**src/cache_consts.svh**
```systemverilog
`ifndef CACHE_CONSTS_SVH
`define CACHE_CONSTS_SVH

// cpu bus widths
`define ADDR_W 32
`define DATA_W 32

// direct-mapped store, one word per line
`define CACHE_LINES 16

// log2 of CACHE_LINES, keep the two in step
`define INDEX_W 4

// pending addresses held by the pacer
`define QUEUE_DEPTH 4

// cycles between read issue slots
`define REQ_PERIOD 10

`endif

```
**src/ahb_pkg.sv**
```systemverilog
`default_nettype none

package ahb_pkg;

  `include "cache_consts.svh"

  // byte address as seen on the cpu side
  typedef logic [`ADDR_W-1:0] haddr_t;

  // one bus word
  typedef logic [`DATA_W-1:0] hdata_t;

  // read request from the pacer
  // strobe is a single-cycle issue pulse
  typedef struct packed {
    logic   strobe;
    haddr_t addr;
  } cpu_req_s;

  // response back to the cpu
  // hit low means the word came from memory
  typedef struct packed {
    logic   valid;
    logic   hit;
    hdata_t data;
  } cpu_rsp_s;

endpackage

`default_nettype wire

```
**src/cache_pkg.sv**
```systemverilog
`default_nettype none

package cache_pkg;

  `include "cache_consts.svh"

  // line select, address bits just above the byte offset
  typedef logic [`INDEX_W-1:0] index_t;

  // what is left above index and byte offset
  typedef logic [`ADDR_W-`INDEX_W-3:0] tag_t;

  // request after the tag array lookup
  // stored_* are the indexed line's contents at issue time
  typedef struct packed {
    logic            valid;
    tag_t            tag;
    index_t          index;
    tag_t            stored_tag;
    logic            stored_valid;
    ahb_pkg::haddr_t addr;
  } dec_req_s;

  // miss handling
  // wait_mem holds until the memory answers
  // write_line updates the line and returns the word
  typedef enum logic [1:0] {
    idle,
    wait_mem,
    write_line
  } fill_state_e;

endpackage

`default_nettype wire

```
**src/cpu_req_pacer.sv**
```systemverilog
`timescale 1ns/1ps
`default_nettype none

`include "cache_consts.svh"

module cpu_req_pacer (
  input  wire logic             cpu_intf,
  input  wire logic             arst_n,
  input  wire ahb_pkg::haddr_t  addr_in,
  input  wire logic             addr_push,
  input  wire logic             busy,
  output logic                  addr_full,
  output ahb_pkg::cpu_req_s     req
);

  localparam int PTR_W = $clog2(`QUEUE_DEPTH);
  localparam int CNT_W = $clog2(`REQ_PERIOD);
  localparam logic [PTR_W-1:0] LAST_SLOT = PTR_W'(`QUEUE_DEPTH - 1);
  localparam logic [PTR_W:0] DEPTH = (PTR_W + 1)'(`QUEUE_DEPTH);
  localparam logic [CNT_W-1:0] LAST_CYCLE = CNT_W'(`REQ_PERIOD - 1);

  ahb_pkg::haddr_t  addr_q [`QUEUE_DEPTH];
  logic [PTR_W-1:0] wr_ptr;
  logic [PTR_W-1:0] rd_ptr;
  logic [PTR_W:0]   fill_cnt;
  logic [CNT_W-1:0] period_cnt;
  logic             wrap;
  logic             push_ok;
  logic             pop;
  logic             strobe_q;
  ahb_pkg::haddr_t  addr_out_q;

  assign wrap      = (period_cnt == LAST_CYCLE);
  assign addr_full = (fill_cnt == DEPTH);

  // push while full is simply lost
  assign push_ok = addr_push && !addr_full;

  // a slot with nothing queued or the cache busy is skipped
  assign pop = wrap && (fill_cnt != '0) && !busy;

  // queue storage
  always_ff @(posedge cpu_intf) begin
    if (push_ok) begin
      addr_q[wr_ptr] <= addr_in;
    end
  end

  // address travels with the strobe
  always_ff @(posedge cpu_intf) begin
    if (pop) begin
      addr_out_q <= addr_q[rd_ptr];
    end
  end

  always_ff @(posedge cpu_intf or negedge arst_n) begin
    if (!arst_n) begin
      period_cnt <= '0;
      wr_ptr     <= '0;
      rd_ptr     <= '0;
      fill_cnt   <= '0;
      strobe_q   <= 1'b0;
    end else begin
      // free-running slot timer
      period_cnt <= wrap ? '0 : period_cnt + 1'b1;
      strobe_q   <= pop;
      if (push_ok) begin
        wr_ptr <= (wr_ptr == LAST_SLOT) ? '0 : wr_ptr + 1'b1;
      end
      if (pop) begin
        rd_ptr <= (rd_ptr == LAST_SLOT) ? '0 : rd_ptr + 1'b1;
      end
      // occupancy, push and pop may coincide
      case ({push_ok, pop})
        2'b10:   fill_cnt <= fill_cnt + 1'b1;
        2'b01:   fill_cnt <= fill_cnt - 1'b1;
        default: fill_cnt <= fill_cnt;
      endcase
    end
  end

  assign req = '{strobe: strobe_q, addr: addr_out_q};

endmodule

`default_nettype wire

```
**src/cache_decode.sv**
```systemverilog
`timescale 1ns/1ps
`default_nettype none

`include "cache_consts.svh"

module cache_decode (
  input  wire logic              cpu_intf,
  input  wire logic              arst_n,
  input  wire ahb_pkg::cpu_req_s req,
  input  wire logic              fill_we,
  input  wire cache_pkg::index_t fill_index,
  input  wire cache_pkg::tag_t   fill_tag,
  output cache_pkg::dec_req_s    dec
);

  cache_pkg::tag_t         tag_mem [`CACHE_LINES];
  logic [`CACHE_LINES-1:0] line_valid;
  cache_pkg::index_t       req_index;
  cache_pkg::tag_t         req_tag;
  logic                    valid_q;
  cache_pkg::tag_t         tag_q;
  cache_pkg::index_t       index_q;
  cache_pkg::tag_t         stored_tag_q;
  logic                    stored_valid_q;
  ahb_pkg::haddr_t         addr_q;

  // byte offset bits [1:0] are ignored, reads are word wide
  assign req_index = req.addr[`INDEX_W+1:2];
  assign req_tag   = req.addr[`ADDR_W-1:`INDEX_W+2];

  // tag store, written only by a line fill
  always_ff @(posedge cpu_intf) begin
    if (fill_we) begin
      tag_mem[fill_index] <= fill_tag;
    end
  end

  // all lines invalid out of reset
  always_ff @(posedge cpu_intf or negedge arst_n) begin
    if (!arst_n) begin
      line_valid <= '0;
    end else if (fill_we) begin
      line_valid[fill_index] <= 1'b1;
    end
  end

  always_ff @(posedge cpu_intf or negedge arst_n) begin
    if (!arst_n) begin
      valid_q <= 1'b0;
    end else begin
      valid_q <= req.strobe;
    end
  end

  // lookup result captured with the request
  // no fill can land here, the pacer holds off while busy
  always_ff @(posedge cpu_intf) begin
    if (req.strobe) begin
      tag_q          <= req_tag;
      index_q        <= req_index;
      stored_tag_q   <= tag_mem[req_index];
      stored_valid_q <= line_valid[req_index];
      addr_q         <= req.addr;
    end
  end

  assign dec = '{valid:        valid_q,
                 tag:          tag_q,
                 index:        index_q,
                 stored_tag:   stored_tag_q,
                 stored_valid: stored_valid_q,
                 addr:         addr_q};

endmodule

`default_nettype wire

```
**src/cache_execute.sv**
```systemverilog
`timescale 1ns/1ps
`default_nettype none

`include "cache_consts.svh"

module cache_execute (
  input  wire logic                cpu_intf,
  input  wire logic                arst_n,
  input  wire cache_pkg::dec_req_s dec,
  input  wire logic                mem_valid,
  input  wire ahb_pkg::hdata_t     mem_rdata,
  output logic                     busy,
  output logic                     mem_req,
  output ahb_pkg::haddr_t          mem_addr,
  output logic                     fill_we,
  output cache_pkg::index_t        fill_index,
  output cache_pkg::tag_t          fill_tag,
  output ahb_pkg::cpu_rsp_s        rsp
);

  cache_pkg::fill_state_e state;
  ahb_pkg::hdata_t        data_mem [`CACHE_LINES];
  ahb_pkg::hdata_t        fill_data;
  logic                   hit;
  logic                   miss;
  logic                   rsp_valid_q;
  logic                   rsp_hit_q;
  ahb_pkg::hdata_t        rsp_data_q;

  // tag match on a valid line
  assign hit  = dec.valid && dec.stored_valid && (dec.tag == dec.stored_tag);
  assign miss = dec.valid && !hit;

  // busy from the miss until the response leaves
  assign busy    = (state != cache_pkg::idle);
  assign fill_we = (state == cache_pkg::write_line);

  always_ff @(posedge cpu_intf or negedge arst_n) begin
    if (!arst_n) begin
      state       <= cache_pkg::idle;
      mem_req     <= 1'b0;
      rsp_valid_q <= 1'b0;
    end else begin
      // both are single-cycle pulses
      mem_req     <= 1'b0;
      rsp_valid_q <= 1'b0;
      case (state)
        cache_pkg::idle: begin
          if (hit) begin
            rsp_valid_q <= 1'b1;
          end else if (miss) begin
            mem_req <= 1'b1;
            state   <= cache_pkg::wait_mem;
          end
        end
        cache_pkg::wait_mem: begin
          // one request outstanding, wait as long as it takes
          if (mem_valid) begin
            state <= cache_pkg::write_line;
          end
        end
        cache_pkg::write_line: begin
          // line written this cycle, response goes out with it
          rsp_valid_q <= 1'b1;
          state       <= cache_pkg::idle;
        end
        default: begin
          state <= cache_pkg::idle;
        end
      endcase
    end
  end

  // data path
  always_ff @(posedge cpu_intf) begin
    if ((state == cache_pkg::idle) && hit) begin
      rsp_hit_q  <= 1'b1;
      rsp_data_q <= data_mem[dec.index];
    end
    // remember where the fill goes
    if ((state == cache_pkg::idle) && miss) begin
      mem_addr   <= dec.addr;
      fill_index <= dec.index;
      fill_tag   <= dec.tag;
    end
    if ((state == cache_pkg::wait_mem) && mem_valid) begin
      fill_data <= mem_rdata;
    end
    // fill also forwards the word as a miss response
    if (fill_we) begin
      data_mem[fill_index] <= fill_data;
      rsp_hit_q            <= 1'b0;
      rsp_data_q           <= fill_data;
    end
  end

  assign rsp = '{valid: rsp_valid_q, hit: rsp_hit_q, data: rsp_data_q};

endmodule

`default_nettype wire

```
**src/cache_result.sv**
```systemverilog
`timescale 1ns/1ps
`default_nettype none

module cache_result (
  input  wire logic              cpu_intf,
  input  wire logic              arst_n,
  input  wire ahb_pkg::cpu_rsp_s rsp,
  output logic                   rsp_valid,
  output logic                   rsp_hit,
  output ahb_pkg::hdata_t        rsp_data,
  output logic [15:0]            hit_count,
  output logic [15:0]            miss_count
);

  logic [15:0] hit_q;
  logic [15:0] miss_q;
  logic [15:0] hit_next;
  logic [15:0] miss_next;

  // response straight through to the cpu
  assign rsp_valid = rsp.valid;
  assign rsp_hit   = rsp.hit;
  assign rsp_data  = rsp.data;

  // counters stick at all ones
  always_comb begin
    hit_next  = hit_q;
    miss_next = miss_q;
    if (rsp.valid && rsp.hit && (hit_q != '1)) begin
      hit_next = hit_q + 1'b1;
    end
    if (rsp.valid && !rsp.hit && (miss_q != '1)) begin
      miss_next = miss_q + 1'b1;
    end
  end

  always_ff @(posedge cpu_intf or negedge arst_n) begin
    if (!arst_n) begin
      hit_q  <= '0;
      miss_q <= '0;
    end else begin
      hit_q  <= hit_next;
      miss_q <= miss_next;
    end
  end

  // counts already include the response on the bus
  assign hit_count  = hit_next;
  assign miss_count = miss_next;

endmodule

`default_nettype wire

```
**src/cache_top.sv**
```systemverilog
`timescale 1ns/1ps
`default_nettype none

module cache_top (
  input  wire logic            cpu_intf,
  input  wire logic            arst_n,
  // address queue load
  input  wire ahb_pkg::haddr_t addr_in,
  input  wire logic            addr_push,
  output logic                 addr_full,
  // memory port
  output logic                 mem_req,
  output ahb_pkg::haddr_t      mem_addr,
  input  wire logic            mem_valid,
  input  wire ahb_pkg::hdata_t mem_rdata,
  // cpu response and stats
  output logic                 rsp_valid,
  output logic                 rsp_hit,
  output ahb_pkg::hdata_t      rsp_data,
  output logic [15:0]          hit_count,
  output logic [15:0]          miss_count
);

  ahb_pkg::cpu_req_s   req;
  cache_pkg::dec_req_s dec;
  ahb_pkg::cpu_rsp_s   rsp;
  logic                busy;
  logic                fill_we;
  cache_pkg::index_t   fill_index;
  cache_pkg::tag_t     fill_tag;

  // issues one read per slot
  cpu_req_pacer u_pacer (
    .cpu_intf  (cpu_intf),
    .arst_n    (arst_n),
    .addr_in   (addr_in),
    .addr_push (addr_push),
    .busy      (busy),
    .addr_full (addr_full),
    .req       (req)
  );

  // tag lookup, fill updates come back from execute
  cache_decode u_decode (
    .cpu_intf   (cpu_intf),
    .arst_n     (arst_n),
    .req        (req),
    .fill_we    (fill_we),
    .fill_index (fill_index),
    .fill_tag   (fill_tag),
    .dec        (dec)
  );

  cache_execute u_execute (
    .cpu_intf   (cpu_intf),
    .arst_n     (arst_n),
    .dec        (dec),
    .mem_valid  (mem_valid),
    .mem_rdata  (mem_rdata),
    .busy       (busy),
    .mem_req    (mem_req),
    .mem_addr   (mem_addr),
    .fill_we    (fill_we),
    .fill_index (fill_index),
    .fill_tag   (fill_tag),
    .rsp        (rsp)
  );

  cache_result u_result (
    .cpu_intf   (cpu_intf),
    .arst_n     (arst_n),
    .rsp        (rsp),
    .rsp_valid  (rsp_valid),
    .rsp_hit    (rsp_hit),
    .rsp_data   (rsp_data),
    .hit_count  (hit_count),
    .miss_count (miss_count)
  );

endmodule

`default_nettype wire

```
**config.mk**
```make
export PLATFORM = sky130hd
export DESIGN_NAME = cache_top
export DESIGN_NICKNAME = d
export VERILOG_FILES = /design/src/ahb_pkg.sv /design/src/cache_pkg.sv /design/src/cpu_req_pacer.sv /design/src/cache_decode.sv /design/src/cache_execute.sv /design/src/cache_result.sv /design/src/cache_top.sv
export VERILOG_INCLUDE_DIRS = /design/src
export SDC_FILE = /design/constraint.sdc
export NUM_CORES = 1
export LEC_CHECK = 0
export ABC_AREA = 0
export BUFFER_PORTS_ARGS = -buffer_cell sky130_fd_sc_hd__buf_2
export CAP_MARGIN = 30
export CORE_ASPECT_RATIO = 1.2
export CORE_MARGIN = 3
export CORE_UTILIZATION = 33
export DETAILED_ROUTE_END_ITERATION = 8
export HOLD_SLACK_MARGIN = 0.15
export PLACE_DENSITY = 0.55
export SETUP_SLACK_MARGIN = 0.05
export SLEW_MARGIN = 5
export SYNTH_ARGS = -nofsm -noshare
export SYNTH_HDL_FRONTEND = slang
export SYNTH_SLANG_ARGS = --single-unit
```
**constraint.sdc**
```tcl
create_clock -name cpu_intf -period 6.9 [get_ports cpu_intf]
set_clock_uncertainty 0.2 [all_clocks]
set_input_delay 1.38 -clock cpu_intf [delete_from_list [all_inputs] [get_ports cpu_intf]]
set_output_delay 1.38 -clock cpu_intf [all_outputs]
set_load 0.05 [all_outputs]
```
Word-level counts from Yosys, hierarchy flattened
Memory sizes are Yosys's and may differ from the RTL's. A register that Yosys moved wholly into a read port is not among the register bits.
Cells that the tools add are included.

word-level totals
  flip-flop bits (word level) = 255
  bits of input ports = 68
  output and inout port bits = 100
  word-level logic and storage cells = 100
  memories kept = 3
  bits in writable memories = 1056

operators by class
  reduce and logical (&&, ||, !) cells = 24
  add/sub/neg operators = 7
  multiplexer cells = 26
  bitwise operators = 1
  $lt $le $gt $ge = 3
  equality and inequality tests = 14

memory list
  name                words  width  rd ports  clocked after memory_dff  wr ports  RTL line             text
  u_execute.data_mem  16     32     1         1                         1         cache_execute.sv:22  ahb_pkg::hdata_t data_mem [`CACHE_LINES];
  u_decode.tag_mem    16     26     1         1                         1         cache_decode.sv:16   cache_pkg::tag_t tag_mem [`CACHE_LINES];
  u_pacer.addr_q      4      32     1         1                         1         cpu_req_pacer.sv:22  ahb_pkg::haddr_t addr_q [`QUEUE_DEPTH];

operators with widths
  operator                                                            number
  2-to-1 mux 32 bit                                                   2
  adder 16 x 1 -> 16 bit (second input constant)                      2
  2-to-1 mux 16 bit                                                   2
  != test 16 bit (second input constant)                              2
  equality test 26 bit                                                1
  bitwise OR 16 bit                                                   1
  logical AND 1 bit                                                   14
  less-than comparator 4 x 5 -> 1 bit (second input constant)         2
  2-to-1 mux 1 bit                                                    10
  2-to-1 mux 2 bit                                                    5
  equality test 2 bit (second input constant)                         4
  2-to-1 mux 4 bit                                                    2
  one-hot mux 3 bit (2 select lines)                                  1
  nonzero test 2 bit                                                  3
  adder 2 x 1 -> 2 bit (second input constant)                        2
  adder 4 x 1 -> 4 bit (second input constant)                        1
  binary-select mux 1 bit (select 4 bit)                              1
  demux 1 bit (select 4 bit)                                          1
  equality test 2 x 1 -> 1 bit (second input constant)                2
  equality test 4 bit (second input constant)                         1
  greater-or-equal comparator 4 x 1 -> 1 bit (second input constant)  1
  zero test 1 bit                                                     4
  != test 2 bit (second input constant)                               2
  one-hot mux 2 bit (2 select lines)                                  1
  other kinds (8)                                                     8

Logic depth before layout (Yosys ltp)
  depth after elaboration = 7
  gate-level depth with buffers = 10
  depth with buffers taken out = 10

By module
From an unflattened synthesis, not the netlist that was laid out.

unflattened totals
  cells, all modules = 2567
  area total of the unflattened synthesis = 50855.0 µm²

modules (own cells, without submodules)
  module         cells an instance  times used  area each (µm²)  sequential area each (µm²)
  cache_execute  1337               1           24323.3          19278.5
  cache_decode   791                1           18410.2          14689.1
  cpu_req_pacer  258                1           6272.3           5104.9
  cache_result   181                1           1849.3           800.8

Least setup slack after synthesis
No wires, ideal clock.

  path kind = reg-to-reg
  start = reg u_execute.fill_index[1]
  end = mem u_decode.tag_mem[0][0] in the netlist's numbering, enable pin
  path slack = 1045 ps
  required time = 6153 ps
  path buffers = 0
  setup time = 547 ps
  period minus slack after synthesis = 5855 ps
  stages on the path, launching flop included = 3
  arrival = 5108 ps
  cells stage by stage = edfxtp_1 or3_1 nor3_1

RTL lines
  item                      RTL line             text
  start: declaration        cache_execute.sv:16  output cache_pkg::index_t fill_index,
  start signal: assignment  cache_execute.sv:83  fill_index <= dec.index;
  end: declaration          cache_decode.sv:16

Straight into the memory's write port.

Worst setup path in the final report
  start = reg u_result.miss_q[0]
  end = out miss_count[4]

on the way
  longest elaborated chain between the ends = 3
  elaborated cells on any way between the ends = 4
  those cells by class = add/sub (1); eq/ne (1); mux (1); reduce/logical (1)

ends and longest elaborated chain
  item                                                                            RTL line            text
  start: declaration                                                              cache_result.sv:16  logic [15:0] miss_q;
  start signal: assignment                                                        cache_result.sv:43  miss_q <= miss_next;
  parallel branches: the longest is 2 deep, another holds adder 16 x 1 -> 16 bit  --
  2-to-1 mux 16 bit *                                                             cache_result.sv:32  if (rsp.valid && !rsp.hit && (miss_q != '1)) begin
  end: declaration                                                                cache_top.sv:21     output logic [15:0] miss_count

Every way passes the cells marked *.

==> results_dict.tcl <==
set metrics [dict create \
    outcome "finished clean" \
    io_buffers 167 \
    cts_sinks 1313 \
    p_sw_share_pct 20.8 \
    finalNetCount 2416 \
    path_max_fanout 6 \
    drv_slew 0 \
    dieWidth_um 357 \
    area_growth_syn_to_layout_pct 16.7 \
    rsz0062_at_grt "no" \
    place.gp.congestion 0.741 \
    yosys_warnings 0 \
    cts_tree "done" \
    syn_nets 2143 \
    rows 153 \
    dr.pass1.iters 5 \
    placeableCoreArea_mm2 0.146 \
    power.density_mw_per_mm2 302 \
    viasPerCell 4.97 \
    yosys-top-cells-count "edfxtp_1 (1243), mux4_2 (294), dfrtp_1 (65)" \
    root_buffer "clkbuf_16" \
    drc 0 \
    synth.distinct_cells 53 \
    cts_setup_buffers 0 \
    ir_worst_vdd_uv 258 \
    start_util_pct 33.4 \
    synthTopCellsByArea "edfxtp_1 (77%), mux4_2 (14%), dfrtp_1 (3.3%)" \
    tightest_slew_ns 0.992 \
    tns_ns 0 \
    internal_power_mw 13.6 \
    synth_flop_cell "edfxtp_1" \
    ys_ff_latch 1313 \
    antenna_found_initial 3 \
    yosys.area.top_type "edfxtp_1" \
    stdcell_area_mm2 0.0569 \
    p_seq_share_pct 52.0 \
    grt_overflow 0 \
    clk_latency_ns 0.77 \
    critPathArrivalTime_ns 2.96 \
    drv_cap 0 \
    hp-class "reg2reg" \
    h-tree-depth 4 \
    final_hold_viol_count 0 \
    setup_viol 0 \
    worst_ep_required_time_ns 5.32 \
    netlist_instances 2066 \
    clock_power_share_pct 44.0 \
    io_pins 168 \
    synth_top_area_share_pct 76.6 \
    placed_cell_area_mm2 0.0522 \
    min_period_ns 4.54 \
    min_period_over_period_pct 65.8 \
    ys_async_sr_fraction_pct 4.95 \
    grt_pass1_wl_mm 161 \
    slew_headroom_pct 33.9 \
    grt_pass1_vias 23500 \
    route.vias.total 21800 \
    cts_resized 0 \
    grt_max_degree 111 \
    totalWireLength_mm 109 \
    p_switching_mw 3.56 \
    clk_path_buf_depth 3 \
    fmax_ghz 0.220 \
    startpoint_type "register" \
    p_comb_share_pct 4.0 \
    yosysSeqAreaShare_pct 80.2 \
    dieArea_mm2 0.152 \
    drtIter0Drc 1826 \
    hpwl_mm 61.9 \
    hold_buffers 0 \
    synth_edf_count 1243 \
    wl_per_cell_um 24.8 \
    synth.most_common_cell "edfxtp_1" \
    syn_area_per_cell_um2 23.6 \
    drive_gt1_share_pct 31.5 \
    track_usage_pct 14.4 \
    die_h_um 427 \
    power_leakage_nw 18.4 \
    end_kind "output port" \
    clk_pin_slew_ns 0.06 \
    postRouteAntennaNets 0 \
    synthesis.area_mm2 0.0487 \
    worstSetupPathType "reg2out" \
    cts-buffers-inserted 139 \
]
metrics by stage:
stage / std cells / power, mW / util, % / hold WS, ns / setup WS [ns]
global placement: 4128 / 9.77 / 35.7 / 0.201 / 3.00
CTS: 4389 / 17.4 / 39.0 / 0.196 / 2.29
finish: 4392 / 17.2 / 39.0 / 0.200 / 2.36
global route: 4392 / 17.8 / 39.0 / 0.212 / 2.14
floorplan: 2066 / 9.57 / - / 0.200 / 1.05
detailed placement: 4133 / 9.81 / 35.8 / 0.205 / 3.01
cells in the final DEF (no fill, tap or decap), types with 5 or more instances in the layout:
cell type / count
or2_2: 14
inv_1: 10
nand2b_1: 6
nand4_1: 9
nor4_1: 8
and3_1: 6
mux4_2: 294
edfxtp_1: 1243
buf_2: 167
inv_6: 8
nand3_1: 17
clkbuf_16: 139
buf_4: 42
bufinv_16: 16
clkinv_2: 19
clkinv_1: 18
a31oi_1: 11
o22ai_1: 31
nor2_4: 12
mux2_2: 14
ha_1: 8
clkbuf_8: 6
dfrtp_1: 63
nor3_1: 5
nand2_1: 17
xnor2_1: 21
mux2i_1: 37
clkbuf_1: 36
a211oi_1: 21
and2_1: 5
xor2_1: 36
nor2_1: 32
area by class of cell:
cell class / count / area, um2
tap: 1937 / 2420
antenna: 1 / 2.50
clock buffer: 181 / 3700
inverter: 12 / 45.0
multi-input combinational: 656 / 9330
fill: 12800 / 88800
timing repair buffer: 217 / 1340
clock inverter: 75 / 970
sequential: 1313 / 39100
power groups by stage:
| stage | Sequential (mW) | Combinational [mW] | Clock, mW |
|---|---|---|---|
| 6_report | 8.93 | 0.682 | 7.55 |
| 2_1_floorplan | 9.09 | 0.487 | 0 |
| 5_1_grt | 8.94 | 0.759 | 8.07 |
| 3_3_place_gp | 9.08 | 0.688 | 0 |
| 4_1_cts | 8.93 | 0.710 | 7.75 |
| 3_5_place_dp | 9.10 | 0.708 | 0 |
worst paths after layout:
path | from | slack [ns] | cells past startpoint | end
worst max-delay path | u_result.miss_q[0] | 2.36 | 7 | miss_count[4]
worst min-delay path | u_decode.addr_q[1] | 0.20 | 0 | u_execute.mem_addr[1]
worst max register to register | u_execute.state[0] | 3.06 | 5 | u_execute.data_mem[4][22]
worst min register to register | u_decode.addr_q[1] | 0.20 | 0 | u_execute.mem_addr[1]
max in group asynchronous | arst_n | 5.64 | 2 | u_pacer.rd_ptr[0]
min in group asynchronous | arst_n | 0.30 | 1 | u_result.hit_q[12]
metal layers:
layer / wire, um / global-route usage (%) / up-vias
li1: - / - / 9276
met1: 45600 / 19.1 / 11800
met2: 54800 / 23.9 / 592
met3: 6230 / 3.29 / 152
met4: 2390 / 3.96 / 0
met5: 0 / 0 / -
cells by family (layout without fill, tap and decap cells):
| logic type | Yosys count | after routing | share of synthesized area (%) |
|---|---|---|---|
| compound gates | 82 | 82 | 1.12 |
| xor+xnor | 57 | 57 | 1.02 |
| fa+ha+maj | 9 | 9 | 0.247 |
| buf+inv | 97 | 485 | 0.932 |
| flops | 1313 | 1313 | 80.2 |
| mux | 348 | 348 | 14.7 |
| other cells | 0 | 1 | 0 |
| simple gates | 160 | 160 | 1.75 |
worst max-delay path, stage by stage, from the launching register on:
cell and delay, ns:
dfrtp_1 0.40, ha_1 0.24, and4_1 0.19, and4_1 0.24, a21oi_1 0.45, nand4_1 0.19, xnor2_1 0.22, buf_2 0.30
registers in the layout, indices dropped and copies added, names as in the netlist, 4 cells and up, named ones only:
signal / count
u_decode.addr_q: 32
u_decode.line_valid: 16
u_decode.stored_tag_q: 26
u_decode.tag_mem: 416
u_execute.data_mem: 512
u_execute.fill_data: 32
u_execute.fill_tag: 26
u_execute.rsp_data_q: 32
u_pacer.addr_out_q: 32
u_pacer.addr_q: 128
u_pacer.period_cnt: 4
u_result.hit_q: 16
u_result.miss_q: 16
(Power assumes the default switching activity.)
